### src/riscv_trace_pkg.sv
// RISC-V hart trace definitions

package riscv_trace_pkg;

  // --------------------
  // architectural widths
  // --------------------

  // virtual address
  localparam int unsigned Vlen = 64;

  // integer register
  localparam int unsigned Xlen = 64;

  // uncompressed instruction word
  localparam int unsigned InsnWidth = 32;

  // msb of the cause register flags an interrupt
  localparam int unsigned IrqCauseBit = Xlen - 1;

  // --------------------
  // privilege levels
  // --------------------

  typedef enum logic [1:0] {
    PrivLvlU = 2'b00,
    PrivLvlS = 2'b01,
    PrivLvlM = 2'b11
  } priv_lvl_t;

endpackage

### src/commit_trace_pkg.sv
// Commit trace configuration and records

package commit_trace_pkg;

  // --------------------
  // sizing
  // --------------------

  localparam int unsigned NrCommitPorts = 2;
  localparam int unsigned PcQueueDepth  = 16;
  localparam int unsigned PortIdxWidth  = (NrCommitPorts > 1) ? $clog2(NrCommitPorts) : 1;

  // queue pointer and fill count
  localparam int unsigned PcPtrWidth = $clog2(PcQueueDepth);
  localparam int unsigned PcCntWidth = $clog2(PcQueueDepth + 1);

  // --------------------
  // records
  // --------------------

  // instruction at the head of a commit port
  typedef struct packed {
    logic [riscv_trace_pkg::Vlen-1:0] pc;
    logic                             ex_valid;
    logic [riscv_trace_pkg::Xlen-1:0] cause;
    logic [riscv_trace_pkg::Xlen-1:0] tval;
  } commit_entry_t;

  // per-port trace record
  typedef struct packed {
    logic                                  valid;
    logic [riscv_trace_pkg::Vlen-1:0]      iaddr;
    logic [riscv_trace_pkg::InsnWidth-1:0] insn;
    riscv_trace_pkg::priv_lvl_t            priv;
    logic                                  exception;
    logic                                  interrupt;
    logic [riscv_trace_pkg::Xlen-1:0]      cause;
    logic [riscv_trace_pkg::InsnWidth-1:0] tval;
  } trace_port_t;

  // one entry of the merged retire stream
  typedef struct packed {
    logic [riscv_trace_pkg::Vlen-1:0] pc;
    logic [PortIdxWidth-1:0]          port;
  } retire_t;

endpackage

### src/commit_trace_gen.sv
// Commit trace record generator
`timescale 1ns/10ps

module commit_trace_gen (
  input  logic                                                          clk_i,
  input  logic                                                          rst_ni,
  input  logic [commit_trace_pkg::NrCommitPorts-1:0]                    commit_ack_i,
  input  commit_trace_pkg::commit_entry_t [commit_trace_pkg::NrCommitPorts-1:0] commit_instr_i,
  input  riscv_trace_pkg::priv_lvl_t                                    priv_lvl_i,
  output commit_trace_pkg::trace_port_t [commit_trace_pkg::NrCommitPorts-1:0] trace_o,
  output logic [commit_trace_pkg::NrCommitPorts-1:0]                    push_o,
  output logic [commit_trace_pkg::NrCommitPorts-1:0][riscv_trace_pkg::Vlen-1:0] push_pc_o
);

  // classification of the current commit
  logic [commit_trace_pkg::NrCommitPorts-1:0] is_valid, is_exc, is_irq;

  // registered record
  logic [commit_trace_pkg::NrCommitPorts-1:0] valid_q, exc_q, irq_q;
  logic [commit_trace_pkg::NrCommitPorts-1:0][riscv_trace_pkg::Vlen-1:0]      iaddr_q;
  logic [commit_trace_pkg::NrCommitPorts-1:0][riscv_trace_pkg::InsnWidth-1:0] insn_q;
  logic [commit_trace_pkg::NrCommitPorts-1:0][riscv_trace_pkg::Xlen-1:0]      cause_q;
  riscv_trace_pkg::priv_lvl_t priv_q;

  always_comb begin
    for (int i = 0; i < commit_trace_pkg::NrCommitPorts; i++) begin
      is_valid[i] = commit_ack_i[i] & ~commit_instr_i[i].ex_valid;
      // cause msb splits traps into interrupts and exceptions
      is_exc[i]   = commit_ack_i[i] & commit_instr_i[i].ex_valid &
                    ~commit_instr_i[i].cause[riscv_trace_pkg::IrqCauseBit];
      is_irq[i]   = commit_ack_i[i] & commit_instr_i[i].ex_valid &
                    commit_instr_i[i].cause[riscv_trace_pkg::IrqCauseBit];
    end
  end

  always_ff @(posedge clk_i or negedge rst_ni) begin
    if (!rst_ni) begin
      valid_q <= '0;
      exc_q   <= '0;
      irq_q   <= '0;
    end else begin
      valid_q <= is_valid;
      exc_q   <= is_exc;
      irq_q   <= is_irq;
    end
  end

  // payload only follows acked commits
  always_ff @(posedge clk_i) begin
    priv_q <= priv_lvl_i;
    for (int i = 0; i < commit_trace_pkg::NrCommitPorts; i++) begin
      if (commit_ack_i[i]) begin
        iaddr_q[i] <= commit_instr_i[i].pc;
        insn_q[i]  <= commit_instr_i[i].tval[riscv_trace_pkg::InsnWidth-1:0];
        cause_q[i] <= commit_instr_i[i].cause;
      end
    end
  end

  always_comb begin
    for (int i = 0; i < commit_trace_pkg::NrCommitPorts; i++) begin
      trace_o[i].valid     = valid_q[i];
      trace_o[i].iaddr     = iaddr_q[i];
      trace_o[i].insn      = insn_q[i];
      trace_o[i].priv      = priv_q;
      trace_o[i].exception = exc_q[i];
      trace_o[i].interrupt = irq_q[i];
      trace_o[i].cause     = cause_q[i];
      trace_o[i].tval      = insn_q[i];
    end
  end

  // normal retires feed the pc queues
  assign push_o    = valid_q;
  assign push_pc_o = iaddr_q;

  for (genvar i = 0; i < commit_trace_pkg::NrCommitPorts; i++) begin : gen_excl_check
    // an acked commit yields exactly one kind of record
    assert property (@(posedge clk_i) disable iff (!rst_ni)
      commit_ack_i[i] |=> $onehot({trace_o[i].valid, trace_o[i].exception,
                                   trace_o[i].interrupt}));
  end

endmodule

### src/pc_queue.sv
// Retired PC FIFO
`timescale 1ns/10ps

module pc_queue (
  input  logic                             clk_i,
  input  logic                             rst_ni,
  input  logic                             push_i,
  input  logic [riscv_trace_pkg::Vlen-1:0] pc_i,
  input  logic                             pop_i,
  output logic                             empty_o,
  output logic [riscv_trace_pkg::Vlen-1:0] head_o,
  output logic                             overflow_o
);

  // --------------------
  // storage
  // --------------------

  logic [riscv_trace_pkg::Vlen-1:0] mem_q [commit_trace_pkg::PcQueueDepth];

  logic [commit_trace_pkg::PcPtrWidth-1:0] rd_ptr_q, wr_ptr_q;
  logic [commit_trace_pkg::PcCntWidth-1:0] count_q;
  logic                                    overflow_q;

  logic full;
  logic do_push, do_pop;

  assign full    = (count_q == commit_trace_pkg::PcCntWidth'(commit_trace_pkg::PcQueueDepth));
  assign empty_o = (count_q == '0);

  // a pop in the same cycle frees the slot a full queue needs
  assign do_push = push_i & (~full | pop_i);
  assign do_pop  = pop_i & ~empty_o;

  assign head_o     = mem_q[rd_ptr_q];
  assign overflow_o = overflow_q;

  // --------------------
  // pointers and count
  // --------------------

  always_ff @(posedge clk_i or negedge rst_ni) begin
    if (!rst_ni) begin
      rd_ptr_q   <= '0;
      wr_ptr_q   <= '0;
      count_q    <= '0;
      overflow_q <= 1'b0;
    end else begin
      if (do_push) begin
        wr_ptr_q <= wr_ptr_q + 1'b1;
      end
      if (do_pop) begin
        rd_ptr_q <= rd_ptr_q + 1'b1;
      end
      if (do_push && !do_pop) begin
        count_q <= count_q + 1'b1;
      end else if (do_pop && !do_push) begin
        count_q <= count_q - 1'b1;
      end
      // sticky until reset, the pc is lost
      if (push_i && !do_push) begin
        overflow_q <= 1'b1;
      end
    end
  end

  always_ff @(posedge clk_i) begin
    if (do_push) begin
      mem_q[wr_ptr_q] <= pc_i;
    end
  end

  // the arbiter must only pop a queue that reports data
  assert property (@(posedge clk_i) disable iff (!rst_ni) pop_i |-> !empty_o);

endmodule

### src/pc_arbiter.sv
// Round-robin retired PC merge
`timescale 1ns/10ps

module pc_arbiter (
  input  logic                                                   clk_i,
  input  logic                                                   rst_ni,
  input  logic [commit_trace_pkg::NrCommitPorts-1:0]             empty_i,
  input  logic [commit_trace_pkg::NrCommitPorts-1:0][riscv_trace_pkg::Vlen-1:0] head_i,
  output logic [commit_trace_pkg::NrCommitPorts-1:0]             pop_o,
  output logic                                                   retire_valid_o,
  output commit_trace_pkg::retire_t                              retire_o
);

  logic [commit_trace_pkg::PortIdxWidth-1:0] rr_q, rr_d;
  logic [commit_trace_pkg::PortIdxWidth-1:0] gnt_idx;
  logic                                      gnt_found;

  logic                      retire_valid_q;
  commit_trace_pkg::retire_t retire_q;

  // --------------------
  // grant search
  // --------------------

  // first non-empty queue at or after the pointer
  always_comb begin : p_grant
    int unsigned cand;
    gnt_found = 1'b0;
    gnt_idx   = '0;
    for (int unsigned k = 0; k < commit_trace_pkg::NrCommitPorts; k++) begin
      cand = (int'(rr_q) + k) % commit_trace_pkg::NrCommitPorts;
      if (!gnt_found && !empty_i[cand]) begin
        gnt_found = 1'b1;
        gnt_idx   = commit_trace_pkg::PortIdxWidth'(cand);
      end
    end
  end

  always_comb begin
    pop_o = '0;
    if (gnt_found) begin
      pop_o[gnt_idx] = 1'b1;
    end
  end

  // next search starts after the granted port
  always_comb begin
    rr_d = rr_q;
    if (gnt_found) begin
      if (int'(gnt_idx) == commit_trace_pkg::NrCommitPorts - 1) begin
        rr_d = '0;
      end else begin
        rr_d = gnt_idx + 1'b1;
      end
    end
  end

  // --------------------
  // output register
  // --------------------

  always_ff @(posedge clk_i or negedge rst_ni) begin
    if (!rst_ni) begin
      rr_q           <= '0;
      retire_valid_q <= 1'b0;
    end else begin
      rr_q           <= rr_d;
      retire_valid_q <= gnt_found;
    end
  end

  always_ff @(posedge clk_i) begin
    if (gnt_found) begin
      retire_q.pc   <= head_i[gnt_idx];
      retire_q.port <= gnt_idx;
    end
  end

  assign retire_valid_o = retire_valid_q;
  assign retire_o       = retire_q;

  assert property (@(posedge clk_i) disable iff (!rst_ni) $onehot0(pop_o));

  // a port is not granted twice in a row while another one waits
  assert property (@(posedge clk_i) disable iff (!rst_ni)
    (|pop_o) && (|(~empty_i & ~pop_o)) |=> ((pop_o & $past(pop_o)) == '0));

endmodule

### src/commit_trace_unit.sv
// Commit trace unit top level
`timescale 1ns/10ps

module commit_trace_unit (
  input  logic                                                          clk_i,
  input  logic                                                          rst_ni,
  input  logic [commit_trace_pkg::NrCommitPorts-1:0]                    commit_ack_i,
  input  commit_trace_pkg::commit_entry_t [commit_trace_pkg::NrCommitPorts-1:0] commit_instr_i,
  input  riscv_trace_pkg::priv_lvl_t                                    priv_lvl_i,
  output commit_trace_pkg::trace_port_t [commit_trace_pkg::NrCommitPorts-1:0] trace_o,
  output logic                                                          retire_valid_o,
  output commit_trace_pkg::retire_t                                     retire_o,
  output logic                                                          overflow_o
);

  // --------------------
  // gen <-> queues
  // --------------------
  logic [commit_trace_pkg::NrCommitPorts-1:0]                           push;
  logic [commit_trace_pkg::NrCommitPorts-1:0][riscv_trace_pkg::Vlen-1:0] push_pc;

  // --------------------
  // queues <-> arbiter
  // --------------------
  logic [commit_trace_pkg::NrCommitPorts-1:0]                           pc_empty;
  logic [commit_trace_pkg::NrCommitPorts-1:0]                           pc_pop;
  logic [commit_trace_pkg::NrCommitPorts-1:0][riscv_trace_pkg::Vlen-1:0] pc_head;
  logic [commit_trace_pkg::NrCommitPorts-1:0]                           pc_overflow;

  commit_trace_gen i_commit_trace_gen (
    .clk_i          ( clk_i          ),
    .rst_ni         ( rst_ni         ),
    .commit_ack_i   ( commit_ack_i   ),
    .commit_instr_i ( commit_instr_i ),
    .priv_lvl_i     ( priv_lvl_i     ),
    .trace_o        ( trace_o        ),
    .push_o         ( push           ),
    .push_pc_o      ( push_pc        )
  );

  // one pc queue per commit port
  for (genvar i = 0; i < commit_trace_pkg::NrCommitPorts; i++) begin : gen_pc_queue
    pc_queue i_pc_queue (
      .clk_i      ( clk_i          ),
      .rst_ni     ( rst_ni         ),
      .push_i     ( push[i]        ),
      .pc_i       ( push_pc[i]     ),
      .pop_i      ( pc_pop[i]      ),
      .empty_o    ( pc_empty[i]    ),
      .head_o     ( pc_head[i]     ),
      .overflow_o ( pc_overflow[i] )
    );
  end

  pc_arbiter i_pc_arbiter (
    .clk_i          ( clk_i          ),
    .rst_ni         ( rst_ni         ),
    .empty_i        ( pc_empty       ),
    .head_i         ( pc_head        ),
    .pop_o          ( pc_pop         ),
    .retire_valid_o ( retire_valid_o ),
    .retire_o       ( retire_o       )
  );

  // any dropped pc shows up here
  assign overflow_o = |pc_overflow;

endmodule

### config.mk
export PLATFORM = sky130hd
export DESIGN_NAME = commit_trace_unit
export DESIGN_NICKNAME = d
export VERILOG_FILES = /design/src/riscv_trace_pkg.sv /design/src/commit_trace_pkg.sv /design/src/commit_trace_gen.sv /design/src/pc_queue.sv /design/src/pc_arbiter.sv /design/src/commit_trace_unit.sv
export SDC_FILE = /design/constraint.sdc
export NUM_CORES = 2
export LEC_CHECK = 0
export BUFFER_PORTS_ARGS = -buffer_cell sky130_fd_sc_hd__buf_2
export CAP_MARGIN = 15
export CORE_MARGIN = 1
export CORE_UTILIZATION = 47
export CTS_CLUSTER_SIZE = 40
export DETAILED_ROUTE_END_ITERATION = 16
export PLACE_DENSITY = 0.77
export SLEW_MARGIN = 20
export SYNTH_ARGS = -nofsm -noshare
export SYNTH_HDL_FRONTEND = slang
export SYNTH_SLANG_ARGS = --single-unit
### constraint.sdc
create_clock -name clk_i -period 7.56 [get_ports clk_i]
set_clock_uncertainty 0.2 [all_clocks]
set_input_delay 0.756 -clock clk_i [delete_from_list [all_inputs] [get_ports clk_i]]
set_output_delay 0.756 -clock clk_i [all_outputs]
set_load 0.005 [all_outputs]
==> impl_results.md <==
- Status: completed
- Starting Density: 47.46%
- Reg area: 74020 µm²
- Routed vias: 45590
- Grt ovf: 0
- Largest family of logic cells by synthesized area: multiplexers
- Post-synth ARST share: 1.457%
- Synth top cells by count: edfxtp_1, mux4_2, a22oi_1
- Pleak: 0.03630 µW
- Fillers: 13461
- Hold WC Path Type: in -> reg
- Largest net degree at the start of global routing: 145
- Synth top area share: 79.68%
- Reg2reg setup slack: 3.18 ns
- HP Start: commit_ack_i[1]
- Tcrit/Tclk final: 57.90%
- Clock sink count: 2471
- Total GRT Usage: 22.46%
- Clk Latency, worst-skew pair: 0.85 ns
- CP Cell Sequence: or3_4 > o31a_4 > a31oi_2 > nand2_1 > nor2_4 > buf_4 > buf_4
- Met1 Track Usage GR: 28.17%
- Terminus of the critical flop-to-flop path: gen_pc_queue[1].i_pc_queue.mem_q[6][10]
- Setup TNS: 0 ns
- DRT Pass-1 Iters: 5
- Crit Path Class: reg -> reg
- IO Pins: 853
- Syn avg cell area: 23.72 µm²
- Relative slew slack: 21.04%
- Most used cell, CP: buf_4
- Routed wire length per instance: 28.77 µm
- Synth Area in Simple Gates: 1.350%
- Initial antenna violation count: 4
- TritonCTS buffer count: 237
- Clock Path Buffers: 3
- Routed Antenna Nets: 0
- Clk slew on worst S/H paths: 0.06 ns
- Setup violation total in the final timing report: 0
- Placed Area: 98400 µm²
- RSZ-0062 raised after global routing: no
- Area Growth Syn to Fin: 19.30%
- WHS Path Cells: 1
- Core area: 193200 µm²
- Synth top area cells: edfxtp_1, mux4_2, a22oi_1
- Post-Synth XOR/XNOR Area: 0.2006%
- CTS tree: built
- Worst Tran Pin Value: 1.184 ns
- Tot Pwr: 38200 µW
- Chip width: 443.7 µm
- Most numerous cell in the Yosys netlist: edfxtp_1
- Die area: 196900 µm²
- Cell Rows: 161
- Max stage delay on crit path: 0.68 ns
- Warnings, synthesis: 0
- Max stage delay cell, worst path: buf_4
- Post-synth net total: 4278
- WHS Endpoint: i_commit_trace_gen.push_pc_o[105]
- Global Route met3 Usage: 4.215%
- Global-route wire length before repair: 319500 µm
- Endpoints failing hold: 0
- Detail-routed via count per cell: 5.870
- Share of layout cells above drive strength 1: 34.51%
- Crit end category: flip-flop
- Clk root buf: clkbuf_16
- Utilization after layout: 56.62%
- Syn Std Cell Area: 91690 µm²
- Post-synthesis mux area share: 13.30%
- Largest area contributor in the netlist: edfxtp_1
- CTS HTree Levels: 4
- RD Place Congestion: 0.7649
- Seq cells post-synth: 2471
- GRT busiest layer: met2
- Minimum clock period: 4.377 ns
- Unique masters post-synth: 47
- Post-CTS sizing: 0
- Chip height: 443.7 µm
- Maximum fanout count along the critical path: 34
- EDFF count, synth: 2433
- Predominant post-synthesis flop cell: edfxtp_1
- Final Net Count: 5450
- Peak VDD IR: 0.3893 mV
- Power per cell area: 349.2 nW/µm²
- Total Wirelength: 223500 µm
- Buffers added on ports: 788
- Fmax: 0.2285 GHz
- Met2 Use GR: 37.72%
- Slew Limit Fails: 0
- Setup Fix Bufs, Post-CTS: 0
- Worst EP arrival: 4.64 ns
- R2R cell count: 7
- Adder-Cell Fraction of Synth Area: 0.3029%
- DR iter-0 viols: 4967
- Synth Area in Compound Gates: 2.527%
- Sequential area share after synthesis: 80.71%
- Area of the multi-input gates: 16460 µm²
- Max Cap Violations: 0
- Critical Path RT: 7.83 ns
- Synth Instances: 3865
- Design area: 109400 µm²
- Number of global-route vias before repair: 47746
- Hpwl dp: 120100 µm
- # DRC: 0
- Place WS: 3.278 ns
- Fin worst setup slack: 3.183 ns
- Worst R2R Start: gen_pc_queue[0].i_pc_queue.count_q[3]
- Critical Path Source Type: flip-flop
## state kept, by name, summed over array words and instances, names as in the netlist, 8 cells and up
| signal | count |
|---|---|
| gen_pc_queue.i_pc_queue.count_q | 10 |
| gen_pc_queue.i_pc_queue.wr_ptr_q | 8 |
| gen_pc_queue.i_pc_queue.rd_ptr_q | 8 |
| gen_pc_queue.i_pc_queue.mem_q | 2048 |
| i_pc_arbiter.retire_o | 65 |
| i_commit_trace_gen.trace_o | 192 |
| i_commit_trace_gen.push_pc_o | 128 |
## stage by stage
stage               cells  hold slack [ns]
floorplan            3865           0.2291
global placement     6996           0.2476
detailed placement   6996           0.2511
CTS                  7764           0.1440
global route         7767           0.1689
finish               7767           0.1853
## routing by layer
layer  up-vias  routed length (µm)  share of wire [%]
li1      18751                   -                  -
met1     23927               78960                 35
met2      2504              113800                 51
met3       406               19310                8.6
met4         2               11370                5.1
met5         -                  13             0.0058
## layout make-up
cell class	count	area share, %
antenna	2	0.004576
clock buffer	298	5.781
clock inverter	143	1.241
inverter	13	0.04690
multi-input combinational	1115	15.05
sequential	2471	67.67
tap	2526	2.889
timing repair buffer	1199	7.312
## cells by family (layout without fill, tap and decap cells)
| family | after synthesis | count (layout) |
|---|---|---|
| and+or+nand+nor | 217 | 217 |
| buffers and inverters | 279 | 1653 |
| DFF | 2471 | 2471 |
| muxes | 578 | 578 |
| other | 0 | 2 |
| AOI/OAI and AO/OA | 278 | 278 |
| adders and majority gates | 21 | 21 |
| xor gates and xnor gates | 21 | 21 |
## cell usage in the layout, fill, tap and decap left out, types with 19 or more instances in the layout
master         synthesis  layout
edfxtp_1            2433    2433
buf_2                 69     786
mux4_2               512     512
dlygate4sd3_1          0     327
clkbuf_16              0     240
a22oi_1              128     128
buf_4                 71      74
nor2b_1               69      67
and3_1                66      66
mux2i_1               64      64
a211oi_1              61      61
clkinv_1               0      50
clkbuf_1              98      48
a2111oi_0             41      41
clkinv_2               0      38
dfrtp_1               36      30
nor2_4                 0      25
nand2_1               26      25
a2111oi_2             23      23
bufinv_16              0      21
ha_1                  19      19
## power by group
| part | switching [µW] | internal (µW) | leakage, µW | total [µW] |
|---|---|---|---|---|
| Clock | 5050 | 6630 | 0.00372 | 11700 |
| Combinational | 5090 | 4090 | 0.00987 | 9190 |
| Sequential | 1010 | 16300 | 0.0227 | 17300 |
| Total | 11100 | 27100 | 0.0363 | 38200 |
## critical path, delay by kind of cell, from the launching register on
family | cells | cell delay [ns]
DFF | 1 | 0.41
AOI/OAI and AO/OA | 2 | 0.85
and+or+nand+nor | 3 | 1.29
buffers and inverters | 2 | 1.20
## timing repair
item                                    4_1_cts  5_1_grt
hold buffers                                327        0
hold endpoints to repair                    364        0
endpoints found under the setup margin        0        0
## worst max path at each step
stage	start	endpoint	slack, ns	cells past startpoint
2_1_floorplan	gen_pc_queue[0].i_pc_queue.count_q[1]	gen_pc_queue[1].i_pc_queue.mem_q[3][0]	0.77	5
3_3_place_gp	gen_pc_queue[0].i_pc_queue.count_q[1]	gen_pc_queue[1].i_pc_queue.mem_q[6][16]	3.35	7
3_5_place_dp	gen_pc_queue[0].i_pc_queue.count_q[3]	gen_pc_queue[1].i_pc_queue.mem_q[6][14]	3.28	7
4_1_cts	gen_pc_queue[0].i_pc_queue.count_q[3]	gen_pc_queue[1].i_pc_queue.mem_q[6][3]	3.22	7
5_1_grt	gen_pc_queue[0].i_pc_queue.count_q[1]	gen_pc_queue[1].i_pc_queue.mem_q[6][10]	3.04	7
6_report	gen_pc_queue[0].i_pc_queue.count_q[3]	gen_pc_queue[1].i_pc_queue.mem_q[6][10]	3.18	7
No activity file was read; power rests on OpenSTA's default activity.
